<file path="src/hw/audio_pkg.sv">
`default_nettype none

package audio_pkg;

  // The system clock is 384 times the sample rate
  localparam int AUDIO_CLOCK = 16934400;
  localparam int AUDIO_SAMPLE_RATE = 44100;
  localparam int AUDIO_BIT_WIDTH = 16;

  localparam int DEFAULT_VOICE_COUNT = 2;

  typedef logic signed [AUDIO_BIT_WIDTH-1:0] sample_t;
  typedef logic [15:0] phase_t;  // Accumulator value and per-frame step
  typedef logic [7:0] level_t;  // 255 is just below full scale
  typedef logic [15:0] reg_data_t;

  // Full-scale limits of one sample
  localparam sample_t SAMPLE_MAX = sample_t'(16'sh7fff);
  localparam sample_t SAMPLE_MIN = sample_t'(16'sh8000);

  typedef enum logic {
    wave_square = 1'b0,
    wave_saw    = 1'b1
  } waveform_t;

endpackage : audio_pkg

`default_nettype wire
</file>
<file path="src/hw/voice_ctrl_if.sv">
`timescale 1ns/100ps
`default_nettype none

interface voice_ctrl_if;
  import audio_pkg::*;

  phase_t    step;
  waveform_t waveform;
  level_t    level;
  logic      enable;
  logic      clear;  // One cycle after any write to this voice

  modport registers(output step, output waveform, output level, output enable, output clear);

  modport oscillator(input step, input waveform, input level, input enable, input clear);

endinterface : voice_ctrl_if

`default_nettype wire

</file>
<file path="src/hw/audio_subsystem.sv">
`timescale 1ns/100ps
`default_nettype none

module audio_subsystem #(
  parameter int VOICE_COUNT = audio_pkg::DEFAULT_VOICE_COUNT
) (
  input  wire logic                 clock_16_934_400,
  input  wire logic                 reset_l,
  input  wire logic                 reg_write,
  input  wire logic [1:0]           reg_address,
  input  wire audio_pkg::reg_data_t reg_data,
  output logic                      i2s_bit_clock,
  output logic                      i2s_left_right_clock,
  output logic                      i2s_data
);

  import audio_pkg::*;

  voice_ctrl_if voice_ctrl [VOICE_COUNT] ();

  sample_t voice_samples [VOICE_COUNT];
  sample_t audio_sample;
  logic    frame_strobe;  // Once per frame at the falling word clock

  voice_registers #(
    .VOICE_COUNT(VOICE_COUNT)
  ) u_registers (
    .clock_16_934_400(clock_16_934_400),
    .reset_l         (reset_l),
    .reg_write       (reg_write),
    .reg_address     (reg_address),
    .reg_data        (reg_data),
    .voices          (voice_ctrl)
  );

  for (genvar v = 0; v < VOICE_COUNT; v++) begin : g_voice
    voice_oscillator u_oscillator (
      .clock_16_934_400(clock_16_934_400),
      .reset_l         (reset_l),
      .ctrl            (voice_ctrl[v]),
      .frame_strobe    (frame_strobe),
      .voice_sample    (voice_samples[v])
    );
  end

  voice_mixer #(
    .VOICE_COUNT(VOICE_COUNT)
  ) u_mixer (
    .clock_16_934_400(clock_16_934_400),
    .reset_l         (reset_l),
    .voice_samples   (voice_samples),
    .audio_sample    (audio_sample)
  );

  i2s_transmitter u_transmitter (
    .clock_16_934_400    (clock_16_934_400),
    .reset_l             (reset_l),
    .audio_sample        (audio_sample),
    .frame_strobe        (frame_strobe),
    .i2s_bit_clock       (i2s_bit_clock),
    .i2s_left_right_clock(i2s_left_right_clock),
    .i2s_data            (i2s_data)
  );

endmodule : audio_subsystem

`default_nettype wire

</file>
<file path="src/hw/i2s_transmitter.sv">
`timescale 1ns/100ps
`default_nettype none

module i2s_transmitter (
  input  wire logic          clock_16_934_400,
  input  wire logic          reset_l,
  input  wire audio_pkg::sample_t audio_sample,
  output logic               frame_strobe,
  output logic               i2s_bit_clock,
  output logic               i2s_left_right_clock,
  output logic               i2s_data
);

  import audio_pkg::*;

  localparam int EDGES = 2;
  localparam int CHANNEL_NUMBER = 2;  // Left and right word per frame

  localparam int BIT_TICKS =
      AUDIO_CLOCK / (AUDIO_SAMPLE_RATE * AUDIO_BIT_WIDTH * CHANNEL_NUMBER * EDGES);
  localparam int LR_TICKS = AUDIO_CLOCK / (AUDIO_SAMPLE_RATE * EDGES);

  localparam int BIT_COUNT_WIDTH = $clog2(BIT_TICKS);
  localparam int LR_COUNT_WIDTH = $clog2(LR_TICKS);

  logic [BIT_COUNT_WIDTH-1:0] bit_count;
  logic [LR_COUNT_WIDTH-1:0]  lr_count;
  logic                       bit_tick;
  logic                       lr_tick;
  logic                       bit_fall;
  sample_t                    sample_q;  // Held for the right word
  logic [AUDIO_BIT_WIDTH-1:0] shift_q;

  assign bit_tick = bit_count == BIT_COUNT_WIDTH'(BIT_TICKS - 1);
  assign lr_tick = lr_count == LR_COUNT_WIDTH'(LR_TICKS - 1);
  assign bit_fall = bit_tick && i2s_bit_clock;

  always_ff @(posedge clock_16_934_400, negedge reset_l) begin
    if (!reset_l) begin
      i2s_bit_clock <= 1'b1;
      bit_count     <= '0;
    end else if (bit_tick) begin
      i2s_bit_clock <= ~i2s_bit_clock;
      bit_count     <= '0;
    end else begin
      bit_count <= bit_count + 1'b1;
    end
  end

  // The word counter starts one half bit period short of its end,
  // so the word clock always moves together with a falling bit clock
  always_ff @(posedge clock_16_934_400, negedge reset_l) begin
    if (!reset_l) begin
      i2s_left_right_clock <= 1'b0;
      lr_count             <= LR_COUNT_WIDTH'(LR_TICKS - BIT_TICKS);
      frame_strobe         <= 1'b0;
    end else begin
      frame_strobe <= lr_tick && i2s_left_right_clock;  // New frame starts with left
      if (lr_tick) begin
        i2s_left_right_clock <= ~i2s_left_right_clock;
        lr_count             <= '0;
      end else begin
        lr_count <= lr_count + 1'b1;
      end
    end
  end

  // The slot right after a word clock edge still carries the previous LSB
  always_ff @(posedge clock_16_934_400, negedge reset_l) begin
    if (!reset_l) begin
      i2s_data <= 1'b0;
      shift_q  <= '0;
      sample_q <= '0;
    end else begin
      if (lr_tick && i2s_left_right_clock) sample_q <= audio_sample;

      if (bit_fall) begin
        i2s_data <= shift_q[AUDIO_BIT_WIDTH-1];
        if (lr_tick) begin
          shift_q <= i2s_left_right_clock ? audio_sample : sample_q;
        end else begin
          shift_q <= {shift_q[AUDIO_BIT_WIDTH-2:0], 1'b0};
        end
      end
    end
  end

endmodule : i2s_transmitter

`default_nettype wire

</file>
<file path="src/hw/voice_mixer.sv">
`timescale 1ns/100ps
`default_nettype none

module voice_mixer #(
  parameter int VOICE_COUNT = audio_pkg::DEFAULT_VOICE_COUNT
) (
  input  wire logic          clock_16_934_400,
  input  wire logic          reset_l,
  input  wire audio_pkg::sample_t voice_samples [VOICE_COUNT],
  output audio_pkg::sample_t audio_sample
);

  import audio_pkg::*;

  // One extra bit per doubling of voices plus headroom
  localparam int SUM_WIDTH = AUDIO_BIT_WIDTH + $clog2(VOICE_COUNT) + 1;

  localparam logic signed [SUM_WIDTH-1:0] SUM_MAX = SUM_WIDTH'(SAMPLE_MAX);
  localparam logic signed [SUM_WIDTH-1:0] SUM_MIN = SUM_WIDTH'(SAMPLE_MIN);

  logic signed [SUM_WIDTH-1:0] sum;

  always_comb begin
    sum = '0;
    for (int i = 0; i < VOICE_COUNT; i++) begin
      sum = sum + SUM_WIDTH'(voice_samples[i]);  // Sign extended
    end
  end

  always_ff @(posedge clock_16_934_400, negedge reset_l) begin
    if (!reset_l) begin
      audio_sample <= '0;
    end else if (sum > SUM_MAX) begin
      audio_sample <= SAMPLE_MAX;
    end else if (sum < SUM_MIN) begin
      audio_sample <= SAMPLE_MIN;
    end else begin
      audio_sample <= sum[AUDIO_BIT_WIDTH-1:0];
    end
  end

endmodule : voice_mixer

`default_nettype wire

</file>
<file path="src/hw/voice_oscillator.sv">
`timescale 1ns/100ps
`default_nettype none

module voice_oscillator (
  input  wire logic         clock_16_934_400,
  input  wire logic         reset_l,
  voice_ctrl_if.oscillator  ctrl,
  input  wire logic         frame_strobe,
  output audio_pkg::sample_t voice_sample
);

  import audio_pkg::*;

  localparam int PHASE_MSB = $bits(phase_t) - 1;
  localparam int LEVEL_SHIFT = $bits(level_t);

  phase_t  phase_q;
  sample_t wave;

  // Wave times level, wide enough for the full product
  logic signed [AUDIO_BIT_WIDTH+LEVEL_SHIFT:0] scaled;

  always_ff @(posedge clock_16_934_400, negedge reset_l) begin
    if (!reset_l) begin
      phase_q <= '0;
    end else if (ctrl.clear) begin
      phase_q <= '0;  // A fresh write wins over the frame step
    end else if (frame_strobe) begin
      phase_q <= phase_q + ctrl.step;
    end
  end

  always_comb begin
    if (ctrl.waveform == wave_saw) begin
      wave = $signed(phase_q);
    end else begin
      wave = phase_q[PHASE_MSB] ? SAMPLE_MIN : SAMPLE_MAX;
    end

    // Level is unsigned so it gets a zero sign bit
    scaled = wave * $signed({1'b0, ctrl.level});
  end

  // Taking the upper bits is the arithmetic shift right by 8
  always_ff @(posedge clock_16_934_400, negedge reset_l) begin
    if (!reset_l) begin
      voice_sample <= '0;
    end else if (ctrl.enable) begin
      voice_sample <= scaled[AUDIO_BIT_WIDTH+LEVEL_SHIFT-1:LEVEL_SHIFT];
    end else begin
      voice_sample <= '0;
    end
  end

endmodule : voice_oscillator

`default_nettype wire

</file>
<file path="src/hw/voice_registers.sv">
`timescale 1ns/100ps
`default_nettype none

module voice_registers #(
  parameter int VOICE_COUNT = audio_pkg::DEFAULT_VOICE_COUNT
) (
  input  wire logic                clock_16_934_400,
  input  wire logic                reset_l,
  input  wire logic                reg_write,
  input  wire logic [1:0]          reg_address,
  input  wire audio_pkg::reg_data_t reg_data,
  voice_ctrl_if.registers          voices [VOICE_COUNT]
);

  import audio_pkg::*;

  // Control word layout
  localparam int LEVEL_MSB = $bits(level_t) - 1;
  localparam int WAVE_BIT = 8;
  localparam int ENABLE_BIT = 9;

  for (genvar v = 0; v < VOICE_COUNT; v++) begin : g_voice
    logic voice_hit;

    // Address bit 1 picks the voice, bit 0 the field
    assign voice_hit = reg_write && (reg_address[1] == 1'(v));

    always_ff @(posedge clock_16_934_400, negedge reset_l) begin
      if (!reset_l) begin
        voices[v].step     <= '0;
        voices[v].level    <= '0;
        voices[v].waveform <= wave_square;
        voices[v].enable   <= 1'b0;
        voices[v].clear    <= 1'b0;
      end else begin
        voices[v].clear <= voice_hit;  // Any write restarts the note at phase zero

        if (voice_hit && !reg_address[0]) begin
          voices[v].step <= reg_data;
        end

        if (voice_hit && reg_address[0]) begin
          voices[v].level    <= reg_data[LEVEL_MSB:0];
          voices[v].waveform <= waveform_t'(reg_data[WAVE_BIT]);
          voices[v].enable   <= reg_data[ENABLE_BIT];
        end
      end
    end
  end

endmodule : voice_registers

`default_nettype wire

</file>
<file path="config.mk">
export PLATFORM = sky130hd
export DESIGN_NAME = audio_subsystem
export DESIGN_NICKNAME = d
export VERILOG_FILES = /design/src/hw/audio_pkg.sv /design/src/hw/voice_ctrl_if.sv /design/src/hw/audio_subsystem.sv /design/src/hw/i2s_transmitter.sv /design/src/hw/voice_mixer.sv /design/src/hw/voice_oscillator.sv /design/src/hw/voice_registers.sv
export SDC_FILE = /design/constraint.sdc
export NUM_CORES = 1
export LEC_CHECK = 0
export BUFFER_PORTS_ARGS = -buffer_cell sky130_fd_sc_hd__buf_2
export CORE_MARGIN = 1
export CORE_UTILIZATION = 52
export DETAILED_ROUTE_END_ITERATION = 16
export PLACE_DENSITY = 0.68
export SLEW_MARGIN = 40
export SYNTH_ARGS = -nofsm -noshare
export SYNTH_HDL_FRONTEND = slang
export SYNTH_SLANG_ARGS = --single-unit
</file>
<file path="constraint.sdc">
create_clock -name clock_16_934_400 -period 5.9 [get_ports clock_16_934_400]
set_input_delay 0.295 -clock clock_16_934_400 [delete_from_list [all_inputs] [get_ports clock_16_934_400]]
set_output_delay 0.295 -clock clock_16_934_400 [all_outputs]
set_load 0.01 [all_outputs]
</file>
# ---- Yosys cells after proc, flatten, opt, wreduce, memory -nomap -nowiden
# Cells that the tools add are included.
dict set report op_classes {
  n_bitwise 3
  reduce_logical 11
  n_mux 16
  n_lt_le_gt_ge 2
  eq_ne 2
  n_mul 2
  add_sub_neg 5
}
# operator n
set ops {}
lappend ops {{$mux 16} 14}
lappend ops {{$mul 16x9->24} 2}
lappend ops {{$add 16x16->16} 2}
lappend ops {{$gt 18x16->1 const B} 1}
lappend ops {{$lt 18x16->1 const B} 1}
lappend ops {{$add 16x16->17} 1}
lappend ops {{$add 8x1->8 const B} 1}
lappend ops {{$eq 8x8->1 const B} 1}
lappend ops {{$logic_and 1x1->1} 8}
lappend ops {{$mux 8} 1}
lappend ops {{$reduce_bool 2->1} 2}
lappend ops {{$add 3x1->3 const B} 1}
lappend ops {{$eq 3x3->1 const B} 1}
lappend ops {{$mux 3} 1}
lappend ops {{$not 1->1} 3}
lappend ops {{$logic_not 1->1} 1}
dict set report word_totals {
  out_inout_bits 3
  inputBits 21
  register_bits 181
  elab_cells 64
}

# ---- Logic depth before layout (Yosys ltp)
# Gate-level depths: netlist of the first run.
dict set report logic_depth {
  word_depth 4
  mapped_depth 23
  mapped_depth_nobuf 20
}

# ---- Modules after synthesis
# From an unflattened synthesis of the first run, not the netlist that was laid out.
dict set report hier_totals {
  cells_unflattened 1886
  hier_area_um2 18303.8
}
# mod cells_per_inst seq_area_each_um2 instances area_each_um2
set modules_own_cells {}
lappend modules_own_cells {{voice_oscillator at g_voice[1].u_oscillator} 735 800.8 1 6414.9}
lappend modules_own_cells {{voice_oscillator at g_voice[0].u_oscillator} 691 800.8 1 6204.7}
lappend modules_own_cells {i2s_transmitter 179 1183.6 1 2215.9}
lappend modules_own_cells {voice_registers 116 1351.3 1 2025.7}
lappend modules_own_cells {voice_mixer 165 400.4 1 1442.6}

# ---- Least setup slack after synthesis of the first run
# No wires, ideal clock.
dict set report synth_timing {
  path_type {flip-flop to flip-flop}
  from {register u_registers.voices[1].waveform}
  to {register g_voice[1].u_oscillator.voice_sample[13]}
  stages_incl_launch_ff 23
  path_slack_ns 0.541
  path_buffers 3
  t_required_ns 5.821
  arrival_time_ns 5.279
  setup_ns 0.079
  period_less_slack_ns 5.359
  path_cell_list {dfrtp_1 > buf_2 > or2_1 > buf_2 > buf_1 > nand2_1 > nand2_1 > fa_1 > inv_1 > fa_1 > fa_1 > inv_1 > fa_1 > inv_1 > ha_1 > a21oi_1 > o21ai_0 > o31ai_2 > o21ai_2 > a221oi_2 > o21bai_2 > a21oi_1 > mux2i_1}
}
dict set report synth_via {
  elab_chain_cells 3
}
# element line
set synth_rtl {}
lappend synth_rtl {{start: declaration} voice_ctrl_if.sv:13} ;# modport registers(output step, output waveform, output level, output enable, output clear);
lappend synth_rtl {{start signal: assignment} voice_registers.sv:32} ;# voices[v].waveform <= wave_square;
lappend synth_rtl {{start signal: assignment} voice_registers.sv:44} ;# voices[v].waveform <= waveform_t'(reg_data[WAVE_BIT]);
lappend synth_rtl {{$mux 16} voice_oscillator.sv:34} ;# if (ctrl.waveform == wave_saw) begin
lappend synth_rtl {{$mul 16x9->24} voice_oscillator.sv:41} ;# scaled = wave * $signed({1'b0, ctrl.level});
lappend synth_rtl {{$mux 16} voice_oscillator.sv:48} ;# end else if (ctrl.enable) begin
lappend synth_rtl {{end signal: assignment} voice_oscillator.sv:49} ;# voice_sample <= scaled[AUDIO_BIT_WIDTH+LEVEL_SHIFT-1:LEVEL_SHIFT];
lappend synth_rtl {{end: declaration} voice_oscillator.sv:9} ;# output audio_pkg::sample_t voice_sample
# No other way between the ends.
# A chain may end at the register's enable or synchronous reset.

# ---- Final worst setup path of the first run
dict set report layout_timing {
  from {register g_voice[1].u_oscillator.phase_q[15]}
  to {register g_voice[1].u_oscillator.voice_sample[13]}
}
dict set report layout_via {
  elab_chain_cells 4
}
# element line
set layout_rtl {}
lappend layout_rtl {{start: declaration} voice_oscillator.sv:17} ;# phase_t phase_q;
lappend layout_rtl {{start signal: assignment} voice_oscillator.sv:29} ;# phase_q <= phase_q + ctrl.step;
lappend layout_rtl {{$mux 16} voice_oscillator.sv:37} ;# wave = phase_q[PHASE_MSB] ? SAMPLE_MIN : SAMPLE_MAX;
lappend layout_rtl {{$mux 16 (*)} voice_oscillator.sv:34}
lappend layout_rtl {{$mul 16x9->24 (*)} voice_oscillator.sv:41}
lappend layout_rtl {{$mux 16 (*)} voice_oscillator.sv:48}
# Mark *: on every way between the ends. The rest lies on a longest branch, timed or not.

==> results of run 1 <==
==> cell type report <==
| cell class | instances | area [sq um] |
|---|---|---|
| multi-input combinational | 1292 | 11800 |
| tap | 448 | 561 |
| sequential | 181 | 4540 |
| inverter | 307 | 1150 |
| fill | 2977 | 14600 |
| clock buffer | 20 | 457 |
| clock inverter | 12 | 168 |
| timing repair buffer | 41 | 263 |
==> cells in the mapped netlist (all sizes together), types with 11 or more instances <==
| cell | number | area [sq um] |
|---|---|---|
| mux2i | 45 | 450 |
| nor2 | 89 | 337 |
| ha | 133 | 1660 |
| a211oi | 11 | 87.6 |
| nand2b | 15 | 93.8 |
| xnor2 | 45 | 394 |
| a21oi | 62 | 314 |
| and2 | 115 | 719 |
| o21a | 20 | 150 |
| inv | 306 | 1150 |
| nor2b | 11 | 68.8 |
| clkbuf | 40 | 150 |
| mux2 | 72 | 811 |
| o21ai | 36 | 188 |
| xor2 | 23 | 201 |
| a21o | 49 | 369 |
| buf | 14 | 66.3 |
| nand2 | 221 | 830 |
| nor3 | 15 | 75.1 |
| dfrtp | 175 | 4380 |
| fa | 201 | 4020 |
| nand3 | 22 | 110 |
==> cell families after synthesis <==
family	count (synthesis)	share of synthesized area, %
buf+inv	361	7.74
xor+xnor	68	3.37
mux	117	7.13
simple gates	540	14.8
compound gates	232	9.17
fa+ha+maj	335	32.2
flops	181	25.6
==> flip-flops by register name (all words and copies together) (netlist names) <==
name / flops
u_transmitter.i2s_data: 1
u_mixer.audio_sample: 16
u_registers.voices.waveform: 2
u_transmitter.sample_q: 16
u_transmitter.i2s_left_right_clock: 1
u_registers.voices.step: 32
u_transmitter.frame_strobe: 1
u_registers.voices.enable: 2
u_registers.voices.level: 16
u_transmitter.lr_count: 8
u_transmitter.shift_q: 16
g_voice.u_oscillator.phase_q: 32
u_transmitter.bit_count: 3
g_voice.u_oscillator.voice_sample: 32
u_transmitter.i2s_bit_clock: 1
u_registers.voices.clear: 2
==> through the flow <==
stage                     cell area (sq um)  utilization, %  cells  setup WS [ps]  hold slack, ps
final                                 19000            56.5   2301            346            41.1
after global routing                  19000            56.5   2301           7.27            37.1
after CTS                             18900            56.5   2301            153            23.3
after detailed placement              18300            54.6   2268            191             352
after global placement                18300            54.5   2266            317             349
after floorplan                       17700               -   1834            541          -0.591
==> worst max path at each step <==
stage                                                to  slack (ps)  cells after the start
6_report       g_voice[1].u_oscillator.voice_sample[13]         350                     19
5_1_grt        g_voice[0].u_oscillator.voice_sample[12]           7                     18
4_1_cts        g_voice[1].u_oscillator.voice_sample[13]         150                     19
3_5_place_dp   g_voice[1].u_oscillator.voice_sample[13]         190                     19
3_3_place_gp   g_voice[1].u_oscillator.voice_sample[13]         320                     19
2_1_floorplan  g_voice[1].u_oscillator.voice_sample[13]         540                     22
==> routing by layer <==
| layer | GRT usage (%) | wire [microns] | vias to the layer above |
|---|---|---|---|
| li1 | - | - | 5880 |
| met1 | 30.6 | 16900 | 6040 |
| met2 | 36.1 | 17100 | 221 |
| met3 | 2.63 | 1300 | 31 |
| met4 | 4.38 | 440 | 0 |
| met5 | 0 | 0 | - |
==> timing repair <==
item                                   in CTS  in global routing
hold buffers                                1                  0
gates resized for setup                     0                  8
setup endpoints to repair                   0                  8
endpoints found under the hold margin      71                  0
==> flow_results.xml, run 1 <==
<?xml version="1.0" encoding="UTF-8"?>
<metrics>
  <group name="status">
    <metric name="status" unit="">finished, final reports clean</metric>
  </group>
  <group name="routing">
    <metric name="route.detailed.wl_per_inst" unit="microns">15.5</metric>
    <metric name="detail-route-antenna-nets" unit="">0</metric>
    <metric name="drt-pass1-iter-count" unit="">5</metric>
    <metric name="finalWirelength" unit="microns">35700</metric>
    <metric name="viasPerCell" unit="">5.29</metric>
    <metric name="detailedRoute.firstIterationViolations" unit="">564</metric>
    <metric name="remaining_drc_errors" unit="">0</metric>
    <metric name="number_of_vias_in_the_routed_layout" unit="">12200</metric>
  </group>
  <group name="clock_network">
    <metric name="clock_tree_root_buffer_cell" unit="">clkbuf_16</metric>
    <metric name="clk_slew_on_worst_s_h_paths" unit="ps">70</metric>
    <metric name="clock_tree_from_tritoncts" unit="">yes</metric>
    <metric name="cts_buffer_depth" unit="">2</metric>
    <metric name="clk_latency_worst_skew_pair" unit="ps">440</metric>
    <metric name="htreeDepth" unit="">4</metric>
    <metric name="cts-buffers-inserted" unit="">17</metric>
    <metric name="cts_setup_buffers" unit="">0</metric>
    <metric name="clock-sinks" unit="">181</metric>
  </group>
  <group name="sta">
    <metric name="rsz0062_at_grt" unit="">false</metric>
    <metric name="final.setup.tns" unit="ps">0</metric>
    <metric name="clock_skew" unit="ps">17.1</metric>
    <metric name="final.min_clock_period" unit="ps">5550</metric>
    <metric name="worst-slew-pin-transition" unit="ps">800</metric>
    <metric name="maxSlewHeadroom" unit="%">46.7</metric>
    <metric name="final_max_slew_viol_count" unit="">0</metric>
    <metric name="setup_viol_count_final" unit="">0</metric>
    <metric name="max_clock_freq" unit="GHz">0.180</metric>
    <metric name="hold_viol" unit="">0</metric>
    <metric name="layout_worst_path_cycle_share" unit="%">94.1</metric>
  </group>
  <group name="flow_run">
    <metric name="maxCapViolCount" unit="">0</metric>
  </group>
  <group name="critical_path">
    <metric name="r2r_setup_slk" unit="ps">350</metric>
    <metric name="timing.critical_path.buf_inv" unit="">3</metric>
    <metric name="critPathLaunch" unit="">g_voice[1].u_oscillator.phase_q[15]</metric>
    <metric name="slowest_delay" unit="ps">580</metric>
    <metric name="timing.rr.end" unit="">g_voice[1].u_oscillator.voice_sample[13]</metric>
    <metric name="timing.critical_path.from_type" unit="">flop</metric>
    <metric name="worst-setup-path-type" unit="">reg -&gt; reg</metric>
    <metric name="worst_ep_arrival_time" unit="ps">5910</metric>
    <metric name="cp_data_required_time" unit="ps">6250</metric>
    <metric name="crit_fanout" unit="">14</metric>
    <metric name="r2r-start" unit="">g_voice[1].u_oscillator.phase_q[15]</metric>
    <metric name="critical_path.endpoint_type" unit="">flop</metric>
    <metric name="crit_slowest_cell" unit="">fa_1</metric>
    <metric name="reg2regPathDepth" unit="">19</metric>
    <metric name="crit_chain" unit="">or2_2 -&gt; nand2_2 -&gt; nand2_1 -&gt; fa_1 -&gt; inv_1 -&gt; fa_1 -&gt; fa_1 -&gt; inv_1 -&gt; fa_1 -&gt; inv_1 -&gt; ha_1 -&gt; nand4_1 -&gt; nor2_1 -&gt; o31ai_2 -&gt; o21ai_2 -&gt; a221oi_4 -&gt; o21bai_2 -&gt; a21oi_1 -&gt; mux2i_1</metric>
    <metric name="critical_path.most_common_cell" unit="">fa_1</metric>
    <metric name="worst_path_dominant_cell_family" unit="">adder cells</metric>
  </group>
  <group name="logic_synthesis">
    <metric name="syn-num-nets" unit="">2189</metric>
    <metric name="avgSynthCellArea" unit="sq um">9.65</metric>
    <metric name="netlist-cell-type-count" unit="">81</metric>
    <metric name="synth_seq_cells" unit="">181</metric>
    <metric name="synthFlopType" unit="">dfrtp_1</metric>
    <metric name="syn_inst" unit="">1834</metric>
    <metric name="yosys_warnings" unit="">0</metric>
    <metric name="synth_seq_area_share" unit="%">25.6</metric>
    <metric name="syn_area" unit="sq mm">0.0177</metric>
    <metric name="async_flop_share" unit="%">100</metric>
    <metric name="synth_enable_flop_cells" unit="">0</metric>
  </group>
  <group name="place">
    <metric name="dp_hpwl" unit="microns">28300</metric>
    <metric name="buffer_ports.inserted" unit="">23</metric>
    <metric name="gp_congestion" unit="">0.858</metric>
  </group>
  <group name="finish">
    <metric name="final_cell_mix" unit="">inv_1, nand2_1, fa_1</metric>
    <metric name="drive_gt1_share" unit="%">9.77</metric>
    <metric name="area_delta_synth_final" unit="%">7.16</metric>
    <metric name="fin_nets" unit="">2195</metric>
    <metric name="insertedDiodeCount" unit="">0</metric>
    <metric name="final_common_cell" unit="">inv_1</metric>
  </group>
  <group name="hold_path">
    <metric name="hp-class" unit="">in -&gt; reg</metric>
    <metric name="worst_hold_startpoint" unit="">reg_address[1]</metric>
    <metric name="hold_path_depth" unit="">2</metric>
    <metric name="worst_hold_path.endpoint" unit="">u_registers.voices[0].clear</metric>
  </group>
  <group name="grt">
    <metric name="grt_max_degree" unit="">75</metric>
    <metric name="first_global_vias" unit="">12500</metric>
    <metric name="track_usage" unit="%">21.7</metric>
    <metric name="number_of_antenna_violations_at_the_first_check_in_global_routing" unit="">1</metric>
    <metric name="globalRoute.totalOverflow" unit="">0</metric>
    <metric name="grt_first_pass_wirelength" unit="microns">61400</metric>
  </group>
  <group name="die">
    <metric name="floorplan.rows" unit="">67</metric>
    <metric name="starting_utilization_of_the_core_area" unit="%">52.8</metric>
    <metric name="floorplan.io_pins" unit="">24</metric>
    <metric name="core_region_area" unit="sq mm">0.0335</metric>
    <metric name="die_x" unit="microns">186</metric>
    <metric name="design.die.area" unit="sq mm">0.0348</metric>
    <metric name="dieHeight" unit="microns">186</metric>
  </group>
</metrics>
Power of run 1 is not shown: default switching activity piles up to over one toggle a cycle in this logic, so the estimate is an artifact.
==> inputs of run 2 (changes only) <==
--- a/config.mk
+++ b/config.mk
@@ -8,6 +8,8 @@
 export BUFFER_PORTS_ARGS = -buffer_cell sky130_fd_sc_hd__buf_2
+export CELL_PAD_IN_SITES_DETAIL_PLACEMENT = 1
+export CELL_PAD_IN_SITES_GLOBAL_PLACEMENT = 2
 export CORE_MARGIN = 1
-export CORE_UTILIZATION = 52
+export CORE_UTILIZATION = 43
 export DETAILED_ROUTE_END_ITERATION = 16
-export PLACE_DENSITY = 0.68
+export PLACE_DENSITY_LB_ADDON = 0.1
 export SLEW_MARGIN = 40
--- a/constraint.sdc
+++ b/constraint.sdc
@@ -3,2 +3,2 @@
 set_output_delay 0.295 -clock clock_16_934_400 [all_outputs]
-set_load 0.01 [all_outputs]
+set_load 0.1 [all_outputs]
==> flow_results.xml, run 2 (synthesis results as in run 1) <==
<?xml version="1.0" encoding="UTF-8"?>
<metrics>
  <group name="sta">
    <metric name="maxSlewHeadroom" unit="%">48.0</metric>
    <metric name="final.setup.tns" unit="ps">0</metric>
    <metric name="max_clock_freq" unit="GHz">0.180</metric>
    <metric name="final.min_clock_period" unit="ps">5550</metric>
    <metric name="hold_viol" unit="">0</metric>
    <metric name="layout_worst_path_cycle_share" unit="%">94.1</metric>
    <metric name="final_max_slew_viol_count" unit="">0</metric>
    <metric name="worst-slew-pin-transition" unit="ps">764</metric>
    <metric name="rsz0062_at_grt" unit="">false</metric>
    <metric name="setup_viol_count_final" unit="">0</metric>
    <metric name="clock_skew" unit="ps">8.61</metric>
  </group>
  <group name="critical_path">
    <metric name="critical_path.endpoint_type" unit="">flop</metric>
    <metric name="worst-setup-path-type" unit="">reg -&gt; reg</metric>
    <metric name="timing.critical_path.from_type" unit="">flop</metric>
    <metric name="worst_ep_arrival_time" unit="ps">5960</metric>
    <metric name="cp_data_required_time" unit="ps">6310</metric>
    <metric name="crit_fanout" unit="">16</metric>
  </group>
  <group name="finish">
    <metric name="reg_top3" unit="">g_voice.u_oscillator.phase_q x32, g_voice.u_oscillator.voice_sample x32, u_registers.voices.step x32</metric>
    <metric name="final_common_cell" unit="">inv_1</metric>
    <metric name="post-route-util" unit="%">47.5</metric>
    <metric name="area_delta_synth_final" unit="%">7.86</metric>
    <metric name="final_cell_mix" unit="">inv_1, nand2_1, fa_1</metric>
    <metric name="drive_gt1_share" unit="%">9.97</metric>
    <metric name="non_filler_instance_count_after_layout" unit="">2380</metric>
    <metric name="insertedDiodeCount" unit="">0</metric>
    <metric name="fin_nets" unit="">2197</metric>
  </group>
  <group name="grt">
    <metric name="grt_max_degree" unit="">110</metric>
    <metric name="use_met1" unit="%">28.7</metric>
    <metric name="track_usage" unit="%">21.5</metric>
    <metric name="globalRoute.totalOverflow" unit="">0</metric>
    <metric name="grt.met2_usage" unit="%">36.1</metric>
    <metric name="top_usage_layer" unit="">met2</metric>
    <metric name="first_global_vias" unit="">13300</metric>
    <metric name="grt.met3_usage" unit="%">2.97</metric>
    <metric name="grt_first_pass_wirelength" unit="microns">69800</metric>
    <metric name="number_of_antenna_violations_at_the_first_check_in_global_routing" unit="">1</metric>
  </group>
  <group name="die">
    <metric name="die_x" unit="microns">205</metric>
    <metric name="core_region_area" unit="sq mm">0.0402</metric>
    <metric name="design.die.area" unit="sq mm">0.0420</metric>
    <metric name="floorplan.io_pins" unit="">24</metric>
    <metric name="floorplan.rows" unit="">73</metric>
    <metric name="starting_utilization_of_the_core_area" unit="%">44.0</metric>
    <metric name="dieHeight" unit="microns">205</metric>
  </group>
  <group name="routing">
    <metric name="detailedRoute.firstIterationViolations" unit="">438</metric>
    <metric name="drt-pass1-iter-count" unit="">4</metric>
    <metric name="route.detailed.wl_per_inst" unit="microns">17.4</metric>
    <metric name="detail-route-antenna-nets" unit="">0</metric>
    <metric name="remaining_drc_errors" unit="">0</metric>
    <metric name="number_of_vias_in_the_routed_layout" unit="">12200</metric>
    <metric name="viasPerCell" unit="">5.14</metric>
    <metric name="finalWirelength" unit="microns">41300</metric>
  </group>
  <group name="clock_network">
    <metric name="clk_latency_worst_skew_pair" unit="ps">480</metric>
    <metric name="clock_tree_from_tritoncts" unit="">yes</metric>
    <metric name="cts_buffer_depth" unit="">2</metric>
    <metric name="clk_slew_on_worst_s_h_paths" unit="ps">80</metric>
    <metric name="htreeDepth" unit="">4</metric>
    <metric name="cts_setup_buffers" unit="">0</metric>
    <metric name="clock-sinks" unit="">181</metric>
    <metric name="clock_tree_root_buffer_cell" unit="">clkbuf_16</metric>
    <metric name="cts-buffers-inserted" unit="">17</metric>
  </group>
  <group name="place">
    <metric name="gp_congestion" unit="">0.825</metric>
    <metric name="dp_hpwl" unit="microns">33500</metric>
    <metric name="dpl.cell_count" unit="">2346</metric>
    <metric name="buffer_ports.inserted" unit="">23</metric>
  </group>
  <group name="status">
    <metric name="status" unit="">finished, final reports clean</metric>
  </group>
  <group name="flow_run">
    <metric name="maxCapViolCount" unit="">0</metric>
  </group>
  <group name="hold_path">
    <metric name="hp-class" unit="">in -&gt; reg</metric>
  </group>
</metrics>
run 2: metal layers:
| layer | share of wire, % | wire length (microns) | up-vias |
|---|---|---|---|
| met2 | 49 | 20400 | 62 |
| met4 | 1.6 | 659 | 0 |
| met1 | 47 | 19600 | 6256 |
| met5 | 0 | 0 | - |
| li1 | - | - | 5893 |
| met3 | 1.7 | 694 | 30 |
run 2: cell type report:
type / instances / area, sq um
clock inverter: 15 / 194
timing repair buffer: 43 / 290
fill: 4640 / 21100
clock buffer: 17 / 425
tap: 525 / 657
sequential: 181 / 4540
inverter: 307 / 1150
multi-input combinational: 1292 / 11800
run 2: worst max-delay path, cell delays in order, from the launching register on:
cell      delay, ps
dfrtp_1         390
or2_2           460
nand2_2         210
nand2_1         110
fa_1            580
inv_1            70
fa_1            480
fa_1            550
inv_1            50
fa_1            480
inv_1            40
ha_1            320
nand4_1         200
nor2_1          100
o31ai_2         400
o21ai_2         180
a221oi_4        380
o21bai_2        110
a21oi_1         180
mux2i_1         190
run 2: repair_timing:
| action | 4_1_cts | 5_1_grt |
|---|---|---|
| endpoints found under the setup margin | 0 | 11 |
| endpoints found under the hold margin | 103 | 0 |
| gates resized for setup | 0 | 9 |
| hold buffers | 2 | 0 |
run 2: metrics by stage:
stage                     hold WS [ps]  cell area (sq um)  setup slack [ps]
after detailed placement           306              18400               122
after floorplan                 -0.591              17700               541
final                             68.6              19100               349
after global routing              53.5              19100              14.1
after CTS                         31.0              19000              84.4
after global placement             461              18400               282
run 2: path summary, 6_finish.rpt:
kind / slack (ps) / cells after the start / to / start
min in group asynchronous: 360 / 2 / u_transmitter.shift_q[5] / reset_l
worst max-delay path: 350 / 19 / g_voice[1].u_oscillator.voice_sample[13] / g_voice[1].u_oscillator.phase_q[15]
worst min register to register: 480 / 2 / u_transmitter.shift_q[15] / u_transmitter.shift_q[15]
max in group asynchronous: 4560 / 3 / u_registers.voices[0].clear / reset_l
worst min-delay path: 70 / 2 / u_registers.voices[0].step[12] / reg_data[12]
worst max register to register: 350 / 19 / g_voice[1].u_oscillator.voice_sample[13] / g_voice[1].u_oscillator.phase_q[15]
Power of run 2 is left out for the same reason.
==> inputs of run 3 (changes only) <==
ABC_AREA = 1   (was not set)
CORE_UTILIZATION = 41   (was 43)
CTS_BUF_LIST = sky130_fd_sc_hd__clkbuf_4   (was not set)
==> flow_results.xml, run 3 <==
<?xml version="1.0" encoding="UTF-8"?>
<metrics>
  <group name="status">
    <metric name="status" unit="">finished, final reports clean</metric>
  </group>
  <group name="logic_synthesis">
    <metric name="synth_seq_cells" unit="">181</metric>
    <metric name="async_flop_share" unit="%">100</metric>
    <metric name="synth_top_cell_by_area" unit="">dfrtp_1</metric>
    <metric name="synth_seq_area_share" unit="%">25.0</metric>
    <metric name="netlist.area_leader.share" unit="%">24.1</metric>
    <metric name="dominant_combinational_cell_family_by_area_after_synthesis" unit="">adder cells</metric>
    <metric name="syn_area" unit="sq mm">0.0181</metric>
    <metric name="synthFlopType" unit="">dfrtp_1</metric>
    <metric name="post_synthesis_share_of_cell_area_spent_on_and_or_nand_and_nor_gates" unit="%">20.4</metric>
    <metric name="synth_area_leaders" unit="">dfrtp_1, fa_1, nand2_1</metric>
    <metric name="netlist-cell-type-count" unit="">53</metric>
    <metric name="post_synth_fa_ha_maj_area_fraction" unit="%">31.3</metric>
    <metric name="yosys_warnings" unit="">0</metric>
    <metric name="synth_compound_area_share" unit="%">10.4</metric>
    <metric name="syn_inst" unit="">2300</metric>
    <metric name="synthMostInstantiatedCell" unit="">nand2_1</metric>
    <metric name="syn-num-nets" unit="">2655</metric>
    <metric name="avgSynthCellArea" unit="sq um">7.89</metric>
    <metric name="synthXorXnorAreaFrac" unit="%">1.69</metric>
    <metric name="synth_enable_flop_cells" unit="">0</metric>
    <metric name="post_synth_mux_area_share" unit="%">0.124</metric>
    <metric name="ranking_of_synthesized_cells_by_instance_count" unit="">nand2_1, inv_1, nor2_1, fa_1, dfrtp_1</metric>
  </group>
  <group name="sta">
    <metric name="clock_skew" unit="ps">49.4</metric>
    <metric name="maxSlewHeadroom" unit="%">49.7</metric>
    <metric name="setup_viol_count_final" unit="">0</metric>
    <metric name="rsz0062_at_grt" unit="">false</metric>
    <metric name="final.setup.tns" unit="ps">0</metric>
    <metric name="timing.hold.ws" unit="ps">295</metric>
    <metric name="layout_worst_path_cycle_share" unit="%">92.5</metric>
    <metric name="hold_viol" unit="">0</metric>
    <metric name="max_clock_freq" unit="GHz">0.183</metric>
    <metric name="final_max_slew_viol_count" unit="">0</metric>
    <metric name="worst-slew-pin-transition" unit="ps">747</metric>
    <metric name="final.min_clock_period" unit="ps">5460</metric>
  </group>
  <group name="routing">
    <metric name="finalWirelength" unit="microns">49700</metric>
    <metric name="detailedRoute.firstIterationViolations" unit="">487</metric>
    <metric name="drt-pass1-iter-count" unit="">6</metric>
    <metric name="remaining_drc_errors" unit="">0</metric>
    <metric name="route.detailed.wl_per_inst" unit="microns">17.0</metric>
    <metric name="viasPerCell" unit="">5.02</metric>
    <metric name="number_of_vias_in_the_routed_layout" unit="">14700</metric>
    <metric name="detail-route-antenna-nets" unit="">0</metric>
  </group>
  <group name="grt">
    <metric name="track_usage" unit="%">23.9</metric>
    <metric name="grt_max_degree" unit="">150</metric>
    <metric name="number_of_antenna_violations_at_the_first_check_in_global_routing" unit="">2</metric>
    <metric name="use_met1" unit="%">30.8</metric>
    <metric name="top_usage_layer" unit="">met2</metric>
    <metric name="first_global_vias" unit="">16100</metric>
    <metric name="grt.met2_usage" unit="%">41.8</metric>
    <metric name="globalRoute.totalOverflow" unit="">0</metric>
    <metric name="grt_first_pass_wirelength" unit="microns">83400</metric>
    <metric name="grt.met3_usage" unit="%">2.98</metric>
  </group>
  <group name="die">
    <metric name="starting_utilization_of_the_core_area" unit="%">41.8</metric>
    <metric name="core_region_area" unit="sq mm">0.0434</metric>
    <metric name="floorplan.rows" unit="">76</metric>
    <metric name="dieHeight" unit="microns">212</metric>
    <metric name="die_x" unit="microns">212</metric>
    <metric name="design.die.area" unit="sq mm">0.0451</metric>
    <metric name="floorplan.io_pins" unit="">24</metric>
  </group>
  <group name="clock_network">
    <metric name="clock_tree_root_buffer_cell" unit="">clkbuf_4</metric>
    <metric name="htreeDepth" unit="">4</metric>
    <metric name="clock_tree_from_tritoncts" unit="">yes</metric>
    <metric name="cts_setup_buffers" unit="">0</metric>
    <metric name="clk_slew_on_worst_s_h_paths" unit="ps">190</metric>
    <metric name="hold_buffers" unit="">22</metric>
    <metric name="clk_latency_worst_skew_pair" unit="ps">740</metric>
    <metric name="cts_buffer_depth" unit="">2</metric>
    <metric name="clock-sinks" unit="">181</metric>
    <metric name="cts_resizes" unit="">0</metric>
    <metric name="cts-buffers-inserted" unit="">17</metric>
  </group>
  <group name="critical_path">
    <metric name="worst-setup-path-type" unit="">reg -&gt; reg</metric>
    <metric name="crit_fanout" unit="">15</metric>
    <metric name="crit_chain" unit="">nand2_4 -&gt; o21ai_0 -&gt; inv_2 -&gt; nand2_1 -&gt; fa_1 -&gt; fa_1 -&gt; inv_1 -&gt; fa_1 -&gt; inv_1 -&gt; fa_1 -&gt; inv_1 -&gt; ha_1 -&gt; a21oi_1 -&gt; o21ai_0 -&gt; a21oi_1 -&gt; o21ai_2 -&gt; nand2_1 -&gt; nand2_1 -&gt; nand2_1 -&gt; nor3b_2</metric>
    <metric name="crit_slowest_cell" unit="">dfrtp_1</metric>
    <metric name="cp_data_required_time" unit="ps">6540</metric>
    <metric name="critical_path.endpoint_type" unit="">flop</metric>
    <metric name="worst_ep_arrival_time" unit="ps">6100</metric>
    <metric name="timing.critical_path.from_type" unit="">flop</metric>
    <metric name="slowest_delay" unit="ps">680</metric>
  </group>
  <group name="flow_run">
    <metric name="maxCapViolCount" unit="">0</metric>
  </group>
  <group name="place">
    <metric name="gp_congestion" unit="">0.855</metric>
    <metric name="dp_hpwl" unit="microns">40500</metric>
    <metric name="buffer_ports.inserted" unit="">23</metric>
  </group>
  <group name="finish">
    <metric name="reg_top3" unit="">g_voice.u_oscillator.phase_q x32, g_voice.u_oscillator.voice_sample x32, u_registers.voices.step x32</metric>
    <metric name="final_common_cell" unit="">nand2_1</metric>
    <metric name="post-route-util" unit="%">44.8</metric>
    <metric name="area_delta_synth_final" unit="%">7.08</metric>
    <metric name="drive_gt1_share" unit="%">6.24</metric>
    <metric name="final_cell_mix" unit="">nand2_1, inv_1, nor2_1</metric>
    <metric name="fin_nets" unit="">2680</metric>
  </group>
  <group name="hold_path">
    <metric name="hp-class" unit="">in -&gt; reg</metric>
  </group>
</metrics>
-- run 3: path summary, 6_finish.rpt --
check	start	end	slack (ps)	cells past startpoint
min in group asynchronous	reset_l	u_transmitter.i2s_bit_clock	650	3
worst max register to register	g_voice[0].u_oscillator.phase_q[15]	g_voice[0].u_oscillator.voice_sample[9]	440	20
worst min-delay path	reg_address[0]	u_registers.voices[0].level[3]	300	4
worst max-delay path	g_voice[0].u_oscillator.phase_q[15]	g_voice[0].u_oscillator.voice_sample[9]	440	20
worst min register to register	u_transmitter.lr_count[0]	u_transmitter.lr_count[0]	470	1
max in group asynchronous	reset_l	u_transmitter.lr_count[4]	4330	5
-- run 3: cells by family after synthesis --
family / Yosys count
DFF: 181
AOI/OAI and AO/OA: 341
buffers and inverters: 522
xor gates and xnor gates: 35
muxes: 2
adders and majority gates: 334
and+or+nand+nor: 885
-- run 3: worst max-delay path: cells and delay by family, from the launching register on --
kind	cells	cell delay, ps
compound gates	5	1110
buf+inv	4	340
fa+ha+maj	5	2460
simple gates	6	770
flops	1	680
-- run 3: through the flow --
stage               instance area (sq um)  worst slack, ps  std cells
finish                              19400              445       2926
floorplan                           18100             1210       2300
CTS                                 19400              456       2922
global route                        19400              150       2926
detailed placement                  18900              521       2868
global placement                    18900              618       2868
-- run 3: routing by layer --
metal	share of wire, %	wire length [microns]	up-vias
met5	0	0	-
met4	2.2	1090	0
met3	2.0	991	56
met2	49	24600	124
met1	46	23000	7379
li1	-	-	7121
-- run 3: layout make-up --
cell class	instances	area, sq um
well taps	585	732
flip-flops and latches	181	4540
inverters	472	1770
fillers	5406	23900
repair buffers	56	469
multi-input cells	1597	11600
diodes	3	7.51
clock inverters	15	165
clock buffers	17	128
Power of run 3 is left out for the same reason.
